--- src/hw/mem_stage_pkg.sv ---
package mem_stage_pkg;

    localparam int DATA_W         = 32;
    localparam int REG_ADDR_W     = 5;
    localparam int RAM_DEPTH_LOG2 = 8;                    // word-address bits of the data RAM.
    localparam int RAM_DEPTH      = 1 << RAM_DEPTH_LOG2;
    localparam int BYTE_W         = 8;
    localparam int HALF_W         = 16;
    localparam int BYTE_LANES     = DATA_W / BYTE_W;

    typedef enum logic [3:0] {
        LS_NONE = 4'd0,
        LS_LB   = 4'd1,
        LS_LBU  = 4'd2,
        LS_LH   = 4'd3,
        LS_LHU  = 4'd4,
        LS_LW   = 4'd5,
        LS_SB   = 4'd6,
        LS_SH   = 4'd7,
        LS_SW   = 4'd8
    } ls_sel_e;

    typedef enum logic {
        WB_ALU = 1'b0,
        WB_MEM = 1'b1
    } wb_sel_e;

    typedef enum logic [1:0] {
        EXC_NONE = 2'd0,
        EXC_ADEL = 2'd1,                                  // misaligned load.
        EXC_ADES = 2'd2                                   // misaligned store.
    } exc_e;

    function automatic logic is_load(ls_sel_e sel);
        return sel inside {LS_LB, LS_LBU, LS_LH, LS_LHU, LS_LW};
    endfunction

    function automatic logic is_store(ls_sel_e sel);
        return sel inside {LS_SB, LS_SH, LS_SW};
    endfunction

endpackage

--- src/hw/ex_mem_reg.sv ---
`timescale 1ns/1ps

module ex_mem_reg
    import mem_stage_pkg::*;
(
    input  logic                  clk,
    input  logic                  rst_n,
    input  logic                  ex_valid,
    input  logic [DATA_W-1:0]     ex_alu_res,
    input  ls_sel_e               ex_ls_sel,
    input  logic                  ex_w_reg_ena,
    input  logic [REG_ADDR_W-1:0] ex_w_reg_dst,
    input  wb_sel_e               ex_wb_sel,
    input  exc_e                  ex_exc,
    output logic                  mem_valid,
    output logic [DATA_W-1:0]     mem_alu_res,
    output ls_sel_e               mem_ls_sel,
    output logic                  mem_w_reg_ena,
    output logic [REG_ADDR_W-1:0] mem_w_reg_dst,
    output wb_sel_e               mem_wb_sel,
    output exc_e                  mem_exc
);

    logic w_reg_ena_next;

    // a faulting or bubble instruction never reaches the register file.
    assign w_reg_ena_next = ex_valid & ex_w_reg_ena & (ex_exc == EXC_NONE);

    always_ff @(posedge clk or negedge rst_n) begin
        if (!rst_n) begin
            mem_valid     <= 1'b0;
            mem_ls_sel    <= LS_NONE;
            mem_w_reg_ena <= 1'b0;
            mem_wb_sel    <= WB_ALU;
            mem_exc       <= EXC_NONE;
        end else begin
            mem_valid     <= ex_valid;
            mem_ls_sel    <= ex_valid ? ex_ls_sel : LS_NONE;  // bubbles carry no load.
            mem_w_reg_ena <= w_reg_ena_next;
            mem_wb_sel    <= ex_wb_sel;
            mem_exc       <= ex_exc;
        end
    end

    always_ff @(posedge clk) begin
        mem_alu_res   <= ex_alu_res;
        mem_w_reg_dst <= ex_w_reg_dst;
    end

endmodule

--- config.mk ---
export PLATFORM = sky130hd
export DESIGN_NAME = ex_mem_reg
export DESIGN_NICKNAME = d
export VERILOG_FILES = /design/src/hw/mem_stage_pkg.sv /design/src/hw/ex_mem_reg.sv
export SDC_FILE = /design/constraint.sdc
export NUM_CORES = 1
export LEC_CHECK = 0
export BUFFER_PORTS_ARGS = -buffer_cell sky130_fd_sc_hd__buf_2
export CAP_MARGIN = 15
export CORE_MARGIN = 5
export CORE_UTILIZATION = 34
export CTS_CLUSTER_SIZE = 24
export DETAILED_ROUTE_END_ITERATION = 10
export GPL_TIMING_DRIVEN = 0
export PLACE_DENSITY = 0.75
export SLEW_MARGIN = 20
export SYNTH_ARGS = -nofsm -noshare
export SYNTH_HDL_FRONTEND = slang
export SYNTH_SLANG_ARGS = --single-unit
--- constraint.sdc ---
create_clock -name clk -period 0.8 [get_ports clk]
set_clock_uncertainty 0.15 [all_clocks]
set_input_delay 0.04 -clock clk [delete_from_list [all_inputs] [get_ports clk]]
set_output_delay 0.04 -clock clk [all_outputs]
set_load 0.01 [all_outputs]
==> results.cfg <==
[outcome]
status = finished with violations
violations = negative hold slack, negative setup slack

[global_route]
grt_util_all_layers_pct = 18.5
grt_pass1_wl_um = 5630
antenna_found_initial = 0
grt_max_degree = 16
grt-ovfl-total = 0
grt_pass1_vias = 1086

[clocking]
cts_made_buffers = 5
cts.sinks = 46
cts-htree-levels = 2
root_buffer = clkbuf_4
postCtsHoldBufs = 47
cts.clk_slew.worst_paths_ns = 0.14
cts_tree = yes
cts.path.max_buffers = 2

[sta]
holdWs_ns = -0.0941
hold_viol = 9
period_needed_ns = 1.10
fin_crit_sh_pct = 138
setup_viol = 47
rsz0062_at_grt = true
fmax_mhz = 908
drv_slew = 0
setup_slack_ns = -0.301
maxSlewHeadroom_pct = 84.6
tightest_slew_ns = 0.230

[placed_design]
place_area_um2 = 1510
place_ws_ns = 0.126
portBuffers = 93
gp_congestion = 0.665
hpwl_um = 1970

[floorplanning]
die_w_um = 64.5
die_y_um = 64.5
start_util_pct = 36.0
coreArea_um2 = 2810
io-pin-count = 94
num_rows = 19
die-area_um2 = 4160

[power_and_ir_drop]
powerDensity_nw_per_um2 = 2000
switching_share_pct = 22.2
p_comb_share_pct = 13.2
p_int_mw = 3.48
vdd_drop_max_uv = 1250
clock_power_share_pct = 31.3
switching_power_mw = 0.990
power_frac_seq_pct = 55.5
leakage_nw = 1.10

[final_layout]
drive_gt1_share_pct = 62.4
final_nets = 244
layout_common_cells = buf_2, dlygate4sd3_1, buf_6
n_antenna_cell = 0
syn_to_final_growth_pct = 121
layout_commonest_cell = buf_2
fin_area_um2 = 2230

[setup_path]
worstPathMaxFanout = 1
required_ns = 0.61
slowest_delay_ns = 0.41
slowest_stage = dfrtp_1
start_kind = register
crit_family = flip-flops
path_cells = buf_2
crit_type = register to output port
arrival_ns = 0.91
cp-end-kind = output port
crit_buf_inv = 1

[drt]
ant_nets = 0
dr_total_vias = 949
wl_um = 4030
viasPerCell = 4.16
drt-pass1-iter-count = 4
drc = 0
wl_per_cell_um = 17.7
dr.first_iter.drc_count = 37

[logic_synthesis]
ys_ff_latch = 46
synth-xor-area-share_pct = 0
synth_fp_nets = 99
seq_area_frac_synth_pct = 95.8
synth_compound_area_share_pct = 0
syn_area_um2 = 1010
yosys.area_share.simple_pct = 4.22
ys_warn_count = 0
syn_avg_cell_area_um2 = 19.8
synth_top_family_by_area = simple AND/OR/NAND/NOR gates
synthAdderAreaFrac_pct = 0
synth_cells = 51
muxShareOfSynthArea_pct = 0
synthDistinctLibCells = 4

[min_path]
min_path_type = input port to async pin

[run]
drv_cap = 0
==> power groups by stage <==
stage	clock [mW]	combinational (mW)	sequential [mW]
2_1_floorplan	0	0.0110	2.56
3_3_place_gp	0	0.314	2.49
3_5_place_dp	0	0.324	2.49
4_1_cts	1.43	0.514	2.45
5_1_grt	1.58	0.625	2.49
6_report	1.40	0.589	2.48
==> registers in the layout, summed over array words and instances, names as in the netlist <==
name           cells
mem_exc            2
mem_ls_sel         4
mem_w_reg_ena      1
mem_wb_sel         1
mem_valid          1
mem_alu_res       32
mem_w_reg_dst      5
==> synth_stat cells, drive strengths merged <==
| cell type | number | area [um^2] |
|---|---|---|
| dfrtp | 9 | 225 |
| and4bb | 1 | 12.5 |
| dfxtp | 37 | 741 |
| and2 | 4 | 30.0 |
==> repair_timing <==
action | CTS | global route
endpoints found under the setup margin | 46 | 50
buffers inserted | 0 | 0
endpoints found under the hold margin | 55 | 9
gates resized for setup | 7 | 37
pin swaps | 0 | 1
==> through the flow <==
stage	total power [mW]	TNS, ns	utilization, %	cells	hold WS, ns
floorplan	2.58	0	-	51	-0.406
global placement	2.80	0	53.9	175	-0.260
detailed placement	2.82	0	53.9	175	-0.249
CTS	4.39	-10.24	74.6	230	-0.119
global route	4.70	-12.02	79.5	228	-0.0994
finish	4.47	-9.51	79.5	228	-0.0941
==> path summary, 6_finish.rpt <==
path,startpoint,end,slack [ns],depth (start not counted)
max in group asynchronous,rst_n,mem_ls_sel[2],0.41,2
min in group clk,ex_exc[1],mem_exc[1],0.13,1
max,mem_ls_sel[1],mem_ls_sel[1],-0.30,1
min,rst_n,mem_exc[1],-0.09,2
==> final cells by class <==
| cell class | instances | area (um^2) |
|---|---|---|
| Timing Repair Buffer | 138 | 1080 |
| Sequential cell | 46 | 991 |
| Fill cell | 165 | 576 |
| Clock inverter | 3 | 43.8 |
| Multi-Input combinational cell | 5 | 42.5 |
| Tap cell | 31 | 38.8 |
| Clock buffer | 5 | 37.5 |
==> kinds of logic after synthesis <==
group	count (synthesis)
flip-flops	46
AND/OR/NAND/NOR	5
==> layer usage <==
metal	global-route usage, %	vias to the layer above	share of wire, %	wire (um)
met2	35.8	64	57	2290
met5	0	-	0	0
met4	7.12	0	1.6	66
met1	16.7	433	31	1240
met3	8.12	6	11	425
li1	-	446	-	-
(Power assumes the default switching activity.)
