## config.mk

```make
export PLATFORM = sky130hd
export DESIGN_NAME = mem_wb_reg
export DESIGN_NICKNAME = d
export VERILOG_FILES = /design/src/hw/mem_stage_pkg.sv /design/src/hw/mem_wb_reg.sv
export SDC_FILE = /design/constraint.sdc
export NUM_CORES = 1
export LEC_CHECK = 0
export BUFFER_PORTS_ARGS = -buffer_cell sky130_fd_sc_hd__buf_2
export CORE_UTILIZATION = 30
export CTS_CLUSTER_SIZE = 40
export DETAILED_ROUTE_END_ITERATION = 10
export PLACE_DENSITY = 0.65
export SLEW_MARGIN = 20
export SYNTH_ARGS = -nofsm -noshare
export SYNTH_HDL_FRONTEND = slang
export SYNTH_SLANG_ARGS = --single-unit
```

## constraint.sdc

```tcl
create_clock -name clk -period 0.8 [get_ports clk]
set_input_delay 0.08 -clock clk [delete_from_list [all_inputs] [get_ports clk]]
set_output_delay 0.08 -clock clk [all_outputs]
set_load 0.03 [all_outputs]
```

## src/hw/mem_stage_pkg.sv

```systemverilog
package mem_stage_pkg;

    localparam int DATA_W         = 32;
    localparam int REG_ADDR_W     = 5;
    localparam int RAM_DEPTH_LOG2 = 8;                    // word-address bits of the data RAM.
    localparam int RAM_DEPTH      = 1 << RAM_DEPTH_LOG2;
    localparam int BYTE_W         = 8;
    localparam int HALF_W         = 16;
    localparam int BYTE_LANES     = DATA_W / BYTE_W;

    typedef enum logic [3:0] {
        LS_NONE = 4'd0,
        LS_LB   = 4'd1,
        LS_LBU  = 4'd2,
        LS_LH   = 4'd3,
        LS_LHU  = 4'd4,
        LS_LW   = 4'd5,
        LS_SB   = 4'd6,
        LS_SH   = 4'd7,
        LS_SW   = 4'd8
    } ls_sel_e;

    typedef enum logic {
        WB_ALU = 1'b0,
        WB_MEM = 1'b1
    } wb_sel_e;

    typedef enum logic [1:0] {
        EXC_NONE = 2'd0,
        EXC_ADEL = 2'd1,                                  // misaligned load.
        EXC_ADES = 2'd2                                   // misaligned store.
    } exc_e;

    function automatic logic is_load(ls_sel_e sel);
        return sel inside {LS_LB, LS_LBU, LS_LH, LS_LHU, LS_LW};
    endfunction

    function automatic logic is_store(ls_sel_e sel);
        return sel inside {LS_SB, LS_SH, LS_SW};
    endfunction

endpackage

```

## src/hw/mem_wb_reg.sv

```systemverilog
`timescale 1ns/1ps

module mem_wb_reg
    import mem_stage_pkg::*;
(
    input  logic                  clk,
    input  logic                  rst_n,
    input  logic                  mem_valid,
    input  logic [DATA_W-1:0]     mem_alu_res,
    input  logic [DATA_W-1:0]     mem_r_data,
    input  logic                  mem_w_reg_ena,
    input  logic [REG_ADDR_W-1:0] mem_w_reg_dst,
    input  wb_sel_e               mem_wb_sel,
    input  exc_e                  mem_exc,
    output logic                  wb_valid,
    output logic                  wb_w_reg_ena,
    output logic [REG_ADDR_W-1:0] wb_w_reg_dst,
    output logic [DATA_W-1:0]     wb_data,
    output exc_e                  wb_exc
);

    logic [DATA_W-1:0] wb_data_next;

    assign wb_data_next = (mem_wb_sel == WB_MEM) ? mem_r_data : mem_alu_res;

    always_ff @(posedge clk or negedge rst_n) begin
        if (!rst_n) begin
            wb_valid     <= 1'b0;
            wb_w_reg_ena <= 1'b0;
            wb_exc       <= EXC_NONE;
        end else begin
            wb_valid     <= mem_valid;
            wb_w_reg_ena <= mem_valid & mem_w_reg_ena;
            wb_exc       <= mem_valid ? mem_exc : EXC_NONE;
        end
    end

    always_ff @(posedge clk) begin
        wb_data      <= wb_data_next;
        wb_w_reg_dst <= mem_w_reg_dst;
    end

endmodule

```

==> impl_metrics.env <==
export IMPL_status="complete, but fails checks"
export IMPL_violations="negative setup slack"
export IMPL_tritoncts="built"
export IMPL_postCtsSetupRepairBufs=0
export IMPL_synth_largest_area_cell="dfxtp_1"
export IMPL_yosysSeqAreaShare_pct=59.9
export IMPL_cp_slowest_stage_delay_ns=0.38
export IMPL_finalCritPeriodShare_pct=110
export IMPL_nNetsFinal=297
export IMPL_viasPerCell=4.15
export IMPL_synth_top_cell_area_share_pct=52.8
export IMPL_antenna_cells=0
export IMPL_num_fill_cells=360
export IMPL_path_buf_inv=1
export IMPL_io_pins=117
export IMPL_drtPass1Iterations=2
export IMPL_clkTransAtPathRegs_ns=0.08
export IMPL_holdPathEnd="wb_data[26]"
export IMPL_synth_edf_count=0
export IMPL_layout_setup_ws_ns=-0.0806
export IMPL_cts_sinks=41
export IMPL_drc=0
export IMPL_fin_crit_ns=0.881
export IMPL_synth_cell_types=7
export IMPL_globalplace_congestion=0.723
export IMPL_grt_pass1_vias=1143
export IMPL_syn_inst=80
export IMPL_end_kind="primary output"
export IMPL_crit_arrival_ns=0.80
export IMPL_grt_pass1_wl_mm=5.18
export IMPL_h_tree_depth=2
export IMPL_hold_class="primary input to register"
export IMPL_syn_area_per_cell_um2=17.5
export IMPL_cp_max_fo=1
export IMPL_rsz0062_at_grt="true"
export IMPL_wl_per_cell_um=12.9
export IMPL_row_count=24
export IMPL_drv_cap=0
export IMPL_critPathTopFamily="flip-flops"
export IMPL_stdcell_count=274
export IMPL_leakage_nw=1.32
export IMPL_cts_root_buf="clkbuf_8"
export IMPL_place_inst=246
export IMPL_chipHeight_um=70.4
export IMPL_start_kind="register"
export IMPL_numCtsBuffers=5
export IMPL_post_synth_top_count_cell="dfxtp_1"
export IMPL_dieWidth_um=70.4
export IMPL_syn_nets=156
export IMPL_synthesis_area_mm2=0.00140
export IMPL_hold_viol=0
export IMPL_area_growth_pct=86.5
export IMPL_slowest_stage="dfrtp_1"
export IMPL_critPathKind="register to primary output"
export IMPL_worst_hold_path_num_cells=2
export IMPL_ys_flop_type="dfxtp_1"
export IMPL_ys_seq_elements=41
export IMPL_timing_hold_ws_ns=0.0137
export IMPL_io_buffers=116
export IMPL_die_area_mm2=0.00496
export IMPL_maxSlewViolCount=0
export IMPL_grt_start_max_net_pins=16
export IMPL_cp_required_ns=0.72
export IMPL_synthTopCellsByCount="37 x dfxtp_1, 30 x mux2_4, 4 x dfrtp_1"
export IMPL_antenna_found_initial=0
export IMPL_place_ws_ns=-0.0783
export IMPL_vias=1137
export IMPL_coreArea_mm2=0.00441
export IMPL_timing_fmax_mhz=1140
export IMPL_ys_warn_count=0
export IMPL_clockBufferDepth=2
export IMPL_cp_cell_sequence="buf_6"
export IMPL_dp_hpwl_mm=2.23
export IMPL_power_density_mw_per_mm2=1860
export IMPL_final_layout_size_suffix_gt1_share_pct=87.8
export IMPL_worst_pin_slew_ns=0.147
export IMPL_ir_drop_uv=935
export IMPL_grt_total_usage_pct=13.8
export IMPL_ys_top_cells_by_area="dfxtp_1 53%, mux2_4 32%, dfrtp_1 7.1%, buf_12 4.3%, mux2_2 1.6%"
export IMPL_grt_overflow=0
export IMPL_first_iter_violations=10
export IMPL_maxSlewHeadroom_pct=90.2
export IMPL_wl_mm=3.55
export IMPL_async_flop_share_pct=9.76
export IMPL_start_util_pct=31.8
export IMPL_antenna_left=0
export IMPL_finalSetupViolCount=49
export IMPL_hp_start="mem_r_data[26]"
flip-flops by register name, indices dropped and copies added (netlist names):
signal        count
wb_valid          1
wb_data          32
wb_exc            2
wb_w_reg_ena      1
wb_w_reg_dst      5
metal layers:
metal | share of wire [%] | GRT usage, % | vias up
met4 | 2.2 | 6.44 | 0
met1 | 31 | 12.5 | 517
met2 | 59 | 25.9 | 62
met3 | 8.2 | 5.63 | 8
li1 | - | - | 550
met5 | 0 | 0 | -
report_power, final:
part,internal [W],switching (W)
sequential,0.00222,0.0000676
combinational,0.000674,0.000511
clock,0.000699,0.000682
total,0.00360,0.00126
per-stage QoR:
step	cell area, um^2	utilization (%)	total power [W]	TNS (ns)
finish	2620	59.3	0.00486	-0.875
global route	2620	59.3	0.00510	-2.34
CTS	2510	56.8	0.00487	-1.34
detailed placement	2020	45.7	0.00320	-2.10
global placement	2020	45.7	0.00319	-1.76
floorplan	1400	-	0.00287	0
cell families after synthesis:
| logic type | after synthesis | share of synthesized area (%) |
|---|---|---|
| AND/OR/NAND/NOR | 3 | 1.34 |
| flip-flops | 41 | 59.9 |
| multiplexers | 32 | 33.7 |
| buffers and inverters | 4 | 5.08 |
cells in the final DEF, fill, tap and decap left out:
cell | Yosys | routed
buf_6 | 1 | 41
and2_1 | 3 | 3
clkbuf_8 | 0 | 6
dlygate4sd3_1 | 0 | 20
dfxtp_2 | 0 | 37
mux2_4 | 30 | 30
buf_2 | 0 | 75
dfrtp_1 | 4 | 4
clkinv_4 | 0 | 1
clkinv_2 | 0 | 1
buf_12 | 3 | 2
mux2_2 | 2 | 2
how the worst max path moves through the flow:
| stage | start | endpoint | slack [ns] | cells past startpoint |
|---|---|---|---|---|
| after detailed placement | mem_wb_sel | wb_data[24] | -0.08 | 3 |
| after global routing | wb_exc[1] | wb_exc[1] | -0.12 | 1 |
| after CTS | wb_exc[0] | wb_exc[0] | -0.1 | 1 |
| after global placement | mem_wb_sel | wb_data[20] | -0.07 | 3 |
| after floorplan | mem_wb_sel | wb_data[0] | 0.06 | 3 |
| final | wb_w_reg_ena | wb_w_reg_ena | -0.08 | 1 |
final cells by class:
cell class	instances	area [um^2]	share of cell area (%)
clock buffer	6	82.6	3.15
tap	52	65.1	2.49
sequential	41	887	33.9
multi-input combinational	35	492	18.8
clock inverter	2	13.8	0.526
timing repair buffer	138	1080	41.2
what timing repair did:
item,4_1_cts,5_1_grt
hold buffers,9,11
gates resized for setup,119,0
endpoints found under the hold margin,12,10
endpoints found under the setup margin,41,41
Power figures use the tool's default switching activity.
