$ cat src/hw/mem_stage_pkg.sv
package mem_stage_pkg;

    localparam int DATA_W         = 32;
    localparam int REG_ADDR_W     = 5;
    localparam int RAM_DEPTH_LOG2 = 8;                    // word-address bits of the data RAM.
    localparam int RAM_DEPTH      = 1 << RAM_DEPTH_LOG2;
    localparam int BYTE_W         = 8;
    localparam int HALF_W         = 16;
    localparam int BYTE_LANES     = DATA_W / BYTE_W;

    typedef enum logic [3:0] {
        LS_NONE = 4'd0,
        LS_LB   = 4'd1,
        LS_LBU  = 4'd2,
        LS_LH   = 4'd3,
        LS_LHU  = 4'd4,
        LS_LW   = 4'd5,
        LS_SB   = 4'd6,
        LS_SH   = 4'd7,
        LS_SW   = 4'd8
    } ls_sel_e;

    typedef enum logic {
        WB_ALU = 1'b0,
        WB_MEM = 1'b1
    } wb_sel_e;

    typedef enum logic [1:0] {
        EXC_NONE = 2'd0,
        EXC_ADEL = 2'd1,                                  // misaligned load.
        EXC_ADES = 2'd2                                   // misaligned store.
    } exc_e;

    function automatic logic is_load(ls_sel_e sel);
        return sel inside {LS_LB, LS_LBU, LS_LH, LS_LHU, LS_LW};
    endfunction

    function automatic logic is_store(ls_sel_e sel);
        return sel inside {LS_SB, LS_SH, LS_SW};
    endfunction

endpackage

$ cat src/hw/lsu.sv
`timescale 1ns/1ps

module lsu
    import mem_stage_pkg::*;
(
    input  logic                  ex_valid,
    input  logic [DATA_W-1:0]     ex_alu_res,
    input  logic [DATA_W-1:0]     ex_rt_data,
    input  ls_sel_e               ex_ls_sel,
    input  logic [DATA_W-1:0]     mem_alu_res,
    input  ls_sel_e               mem_ls_sel,
    input  logic [DATA_W-1:0]     data_ram_rdata,
    output logic                  data_ram_en,
    output logic [BYTE_LANES-1:0] data_ram_wen,
    output logic [DATA_W-1:0]     data_ram_addr,
    output logic [DATA_W-1:0]     data_ram_wdata,
    output exc_e                  ex_exc,
    output logic [DATA_W-1:0]     mem_r_data
);

    logic                  ex_is_load;
    logic                  ex_is_store;
    logic                  ex_misaligned;
    logic                  ex_access_ok;
    logic [1:0]            ex_off;
    logic [1:0]            mem_off;
    logic [BYTE_LANES-1:0] lane_mask;
    logic [DATA_W-1:0]     rdata_shifted;

    assign ex_off      = ex_alu_res[1:0];
    assign ex_is_load  = is_load(ex_ls_sel);
    assign ex_is_store = is_store(ex_ls_sel);

    always_comb begin
        case (ex_ls_sel)
            LS_LH, LS_LHU, LS_SH: ex_misaligned = ex_off[0];
            LS_LW, LS_SW:         ex_misaligned = |ex_off;
            default:              ex_misaligned = 1'b0;
        endcase
    end

    always_comb begin
        if (!ex_valid || !ex_misaligned)
            ex_exc = EXC_NONE;
        else if (ex_is_store)
            ex_exc = EXC_ADES;
        else
            ex_exc = EXC_ADEL;
    end

    assign ex_access_ok = ex_valid & ~ex_misaligned;

    // ex side, RAM request.
    always_comb begin
        case (ex_ls_sel)
            LS_SB:   lane_mask = BYTE_LANES'(1);
            LS_SH:   lane_mask = BYTE_LANES'(3);
            LS_SW:   lane_mask = '1;
            default: lane_mask = '0;
        endcase
    end

    assign data_ram_en   = ex_access_ok & (ex_is_load | ex_is_store);
    assign data_ram_wen  = ex_access_ok ? (lane_mask << ex_off) : '0;  // little-endian lanes.
    assign data_ram_addr = ex_alu_res;

    always_comb begin
        case (ex_ls_sel)
            LS_SB:   data_ram_wdata = {BYTE_LANES{ex_rt_data[BYTE_W-1:0]}};
            LS_SH:   data_ram_wdata = {(BYTE_LANES / 2){ex_rt_data[HALF_W-1:0]}};
            default: data_ram_wdata = ex_rt_data;
        endcase
    end

    // mem side, load extraction.
    assign mem_off       = mem_alu_res[1:0];
    assign rdata_shifted = data_ram_rdata >> {mem_off, 3'b000};

    always_comb begin
        case (mem_ls_sel)
            LS_LB:
                mem_r_data = {{(DATA_W - BYTE_W){rdata_shifted[BYTE_W-1]}},
                              rdata_shifted[BYTE_W-1:0]};
            LS_LBU:
                mem_r_data = {{(DATA_W - BYTE_W){1'b0}}, rdata_shifted[BYTE_W-1:0]};
            LS_LH:
                mem_r_data = {{(DATA_W - HALF_W){rdata_shifted[HALF_W-1]}},
                              rdata_shifted[HALF_W-1:0]};
            LS_LHU:
                mem_r_data = {{(DATA_W - HALF_W){1'b0}}, rdata_shifted[HALF_W-1:0]};
            LS_LW:
                mem_r_data = data_ram_rdata;
            default:
                mem_r_data = '0;
        endcase
    end

endmodule

$ cat config.mk
export PLATFORM = sky130hd
export DESIGN_NAME = lsu
export DESIGN_NICKNAME = d
export VERILOG_FILES = /design/src/hw/mem_stage_pkg.sv /design/src/hw/lsu.sv
export SDC_FILE = /design/constraint.sdc
export NUM_CORES = 1
export LEC_CHECK = 0
export ABC_AREA = 1
export BUFFER_PORTS_ARGS = -buffer_cell sky130_fd_sc_hd__buf_2
export CORE_AREA = 4 4 91 93
export DETAILED_ROUTE_END_ITERATION = 8
export DIE_AREA = 0 0 95 97
export PLACE_DENSITY_LB_ADDON = 0.08
export REMOVE_ABC_BUFFERS = 1
export SETUP_SLACK_MARGIN = 0.1
export SLEW_MARGIN = 25
export SYNTH_ARGS = -nofsm -noshare
export SYNTH_HDL_FRONTEND = slang
export SYNTH_SLANG_ARGS = --single-unit
$ cat constraint.sdc
create_clock -name vclk -period 4.2
set_clock_uncertainty 0.2 [all_clocks]
set_input_delay 0.84 -clock vclk [all_inputs]
set_output_delay 0.84 -clock vclk [all_outputs]
set_load 0.005 [all_outputs]
==> flow_metrics.py <==
metrics = {
    "critical_path": {
        "arrival_ps": 2180,
        "start_kind": "input port",
        "cp_max_fo": 17,
        "cp-end-kind": "output pin",
        "slowest_delay_ps": 260,
        "slowest_stage": "inv_2",
        "crit_top_cell": "buf_2",
        "crit_chain": "buf_2, inv_2, o21ai_0, o21ai_1, nand2_2, nand3_1, buf_2",
        "cp_data_required_time_ps": 3160,
        "crit_buf_inv": 3,
        "critPathTopFamily": "buffers and inverters",
        "worstSetupPathType": "input port to output pin",
    },
    "layout": {
        "clock_buffers": 0,
        "area_growth_pct": 30.46,
        "antenna_cells": 0,
        "seq_cell_count": 0,
        "fin_nets": 596,
        "fill_cells": 939,
        "layout.area.seq_um2": 0,
        "layout-drive-gt1-share_pct": 35.67,
    },
    "floorplan": {
        "ios": 240,
        "die_h_um": 97,
        "start_util_pct": 22.54,
        "row_count": 32,
        "coreArea_mm2": 0.007527,
        "dieArea_mm2": 0.009215,
        "die_w_um": 95,
    },
    "sta": {
        "setup_viol": 0,
        "period_share_pct": 76.76,
        "hold_violations": 0,
        "tightest_slew_ps": 546.7,
        "fin_crit_ps": 3224,
        "fmax_ghz": 0.3102,
        "fin_setup_tns_ps": 0,
        "report.final.slew_viol_count": 0,
        "slew_headroom_pct": 63.42,
        "grt_setup_unrepaired": "false",
    },
    "grt": {
        "grt-ovfl-total": 0,
        "antenna_found_initial": 0,
        "grt_pass1_wl_um": 12190,
        "grt_max_degree": 33,
        "grt_util_all_layers_pct": 16.31,
        "grt_pass1_vias": 2292,
    },
    "routing": {
        "remaining_drc_errors": 0,
        "via_count": 2509,
        "ant_nets": 0,
        "drt-initial-drc-count": 82,
        "drt-total-wl_um": 8021,
        "drtPass1Iterations": 5,
        "wire_per_inst_um": 14.35,
        "viasPerCell": 4.488,
    },
    "synthesis": {
        "synth_simple_gate_area_share_pct": 66.15,
        "synth_xor_area_share_pct": 0.5162,
        "synth_area_leader_cell": "nand2_1",
        "synth_top_family_by_area": "simple AND/OR/NAND/NOR gates",
        "synth.area.mux_share_pct": 0,
        "synthTopCellsByArea": "nand2_1 35%, nand3_1 23%, buf_4 19%, nor2_1 5.3%, o21ai_0 4.7%",
        "synth_top_area_share_pct": 34.96,
        "syn_area_mm2": 0.001697,
        "ys_warn_count": 0,
        "syn_inst": 359,
        "synth_seq_area_share_pct": 0,
        "syn_avg_cell_area_um2": 4.726,
        "synth_compound_area_share_pct": 6.490,
        "ys_types": 19,
        "synthAdderAreaFrac_pct": 0,
    },
    "placed_design": {
        "place.detailed.hpwl_um": 6576,
        "io_buffers": 150,
        "gp_congestion": 0.7440,
    },
    "power": {
        "power_uw": 199.9,
        "p_per_area_mw_per_mm2": 90.33,
        "peakVddDrop_mv": 0.02853,
        "p_leak_nw": 1.452,
    },
    "worst_hold_path": {
        "hold_class": "input port to output pin",
    },
    "flow_run": {
        "cap_violations": 0,
    },
    "clock_network": {
        "holdBufCountCts": 0,
        "cts_resized": 0,
        "cts_setup_buffers": 0,
    },
    "run_status": {
        "status": "finished clean",
    },
}
## per-stage QoR
stage | utilization [%] | setup slack (ps) | std cells | instance area, um2 | hold WS (ps)
finish | 29.40 | 976.1 | 559 | 2213 | 1480
global placement | 29.40 | 965.4 | 559 | 2213 | 1480
detailed placement | 29.40 | 954.8 | 559 | 2213 | 1480
CTS | 29.40 | 954.6 | 559 | 2213 | 1480
floorplan | - | 1186 | 302 | 1297 | 1480
global route | 29.40 | 778.3 | 559 | 2213 | 1480
## cell usage in the layout, fill, tap and decap left out, drive strengths merged
| cell type | instances |
|---|---|
| buf | 155 |
| inv | 15 |
| nand2 | 161 |
| nand3 | 77 |
| nand4 | 1 |
| nor2 | 27 |
| o211ai | 2 |
| o21ai | 18 |
| xor2 | 1 |
## report_power, final
group / switching, mW / internal [mW]
combinational: 0.112 / 0.0881
sequential: 0 / 0
clock: 0 / 0
total: 0.112 / 0.0881
## path summary, 6_finish.rpt
check	from	end	slack, ps	depth (start not counted)
setup / recovery	mem_alu_res[1]	mem_r_data[17]	980	7
hold / removal	ex_alu_res[28]	data_ram_addr[28]	1480	0
## area by class of cell
type	instances	area, um2	share of cell area, %
Multi-Input combinational cell	287	1241	56.08
Inverter	15	56.30	2.544
Timing Repair Buffer	155	788.3	35.61
Tap cell	102	127.6	5.766
## routing by layer
metal  routed length, um  global-route usage, %  up-vias
li1                    -                      -     1306
met4                   0                      0        2
met5                  39                  4.167        -
met1                3210                  20.08     1059
met3                1332                  10.11        2
met2                3439                  25.33      140
## cell usage after synthesis
| cell type | n |
|---|---|
| buf_1 | 1 |
| buf_2 | 7 |
| buf_4 | 43 |
| buf_6 | 2 |
| clkbuf_1 | 4 |
| inv_1 | 14 |
| inv_2 | 1 |
| nand2_1 | 158 |
| nand2_2 | 3 |
| nand3_1 | 77 |
| nand4_1 | 1 |
| nor2_1 | 24 |
| nor2_2 | 1 |
| nor2_4 | 2 |
| o211ai_1 | 1 |
| o211ai_2 | 1 |
| o21ai_0 | 16 |
| o21ai_1 | 2 |
| xor2_1 | 1 |
## logic make-up (layout without fill, tap and decap cells)
group,count (synthesis),after routing
compound gates,20,20
xor+xnor,1,1
simple gates,266,266
buf+inv,72,170
(Power assumes the default switching activity.)
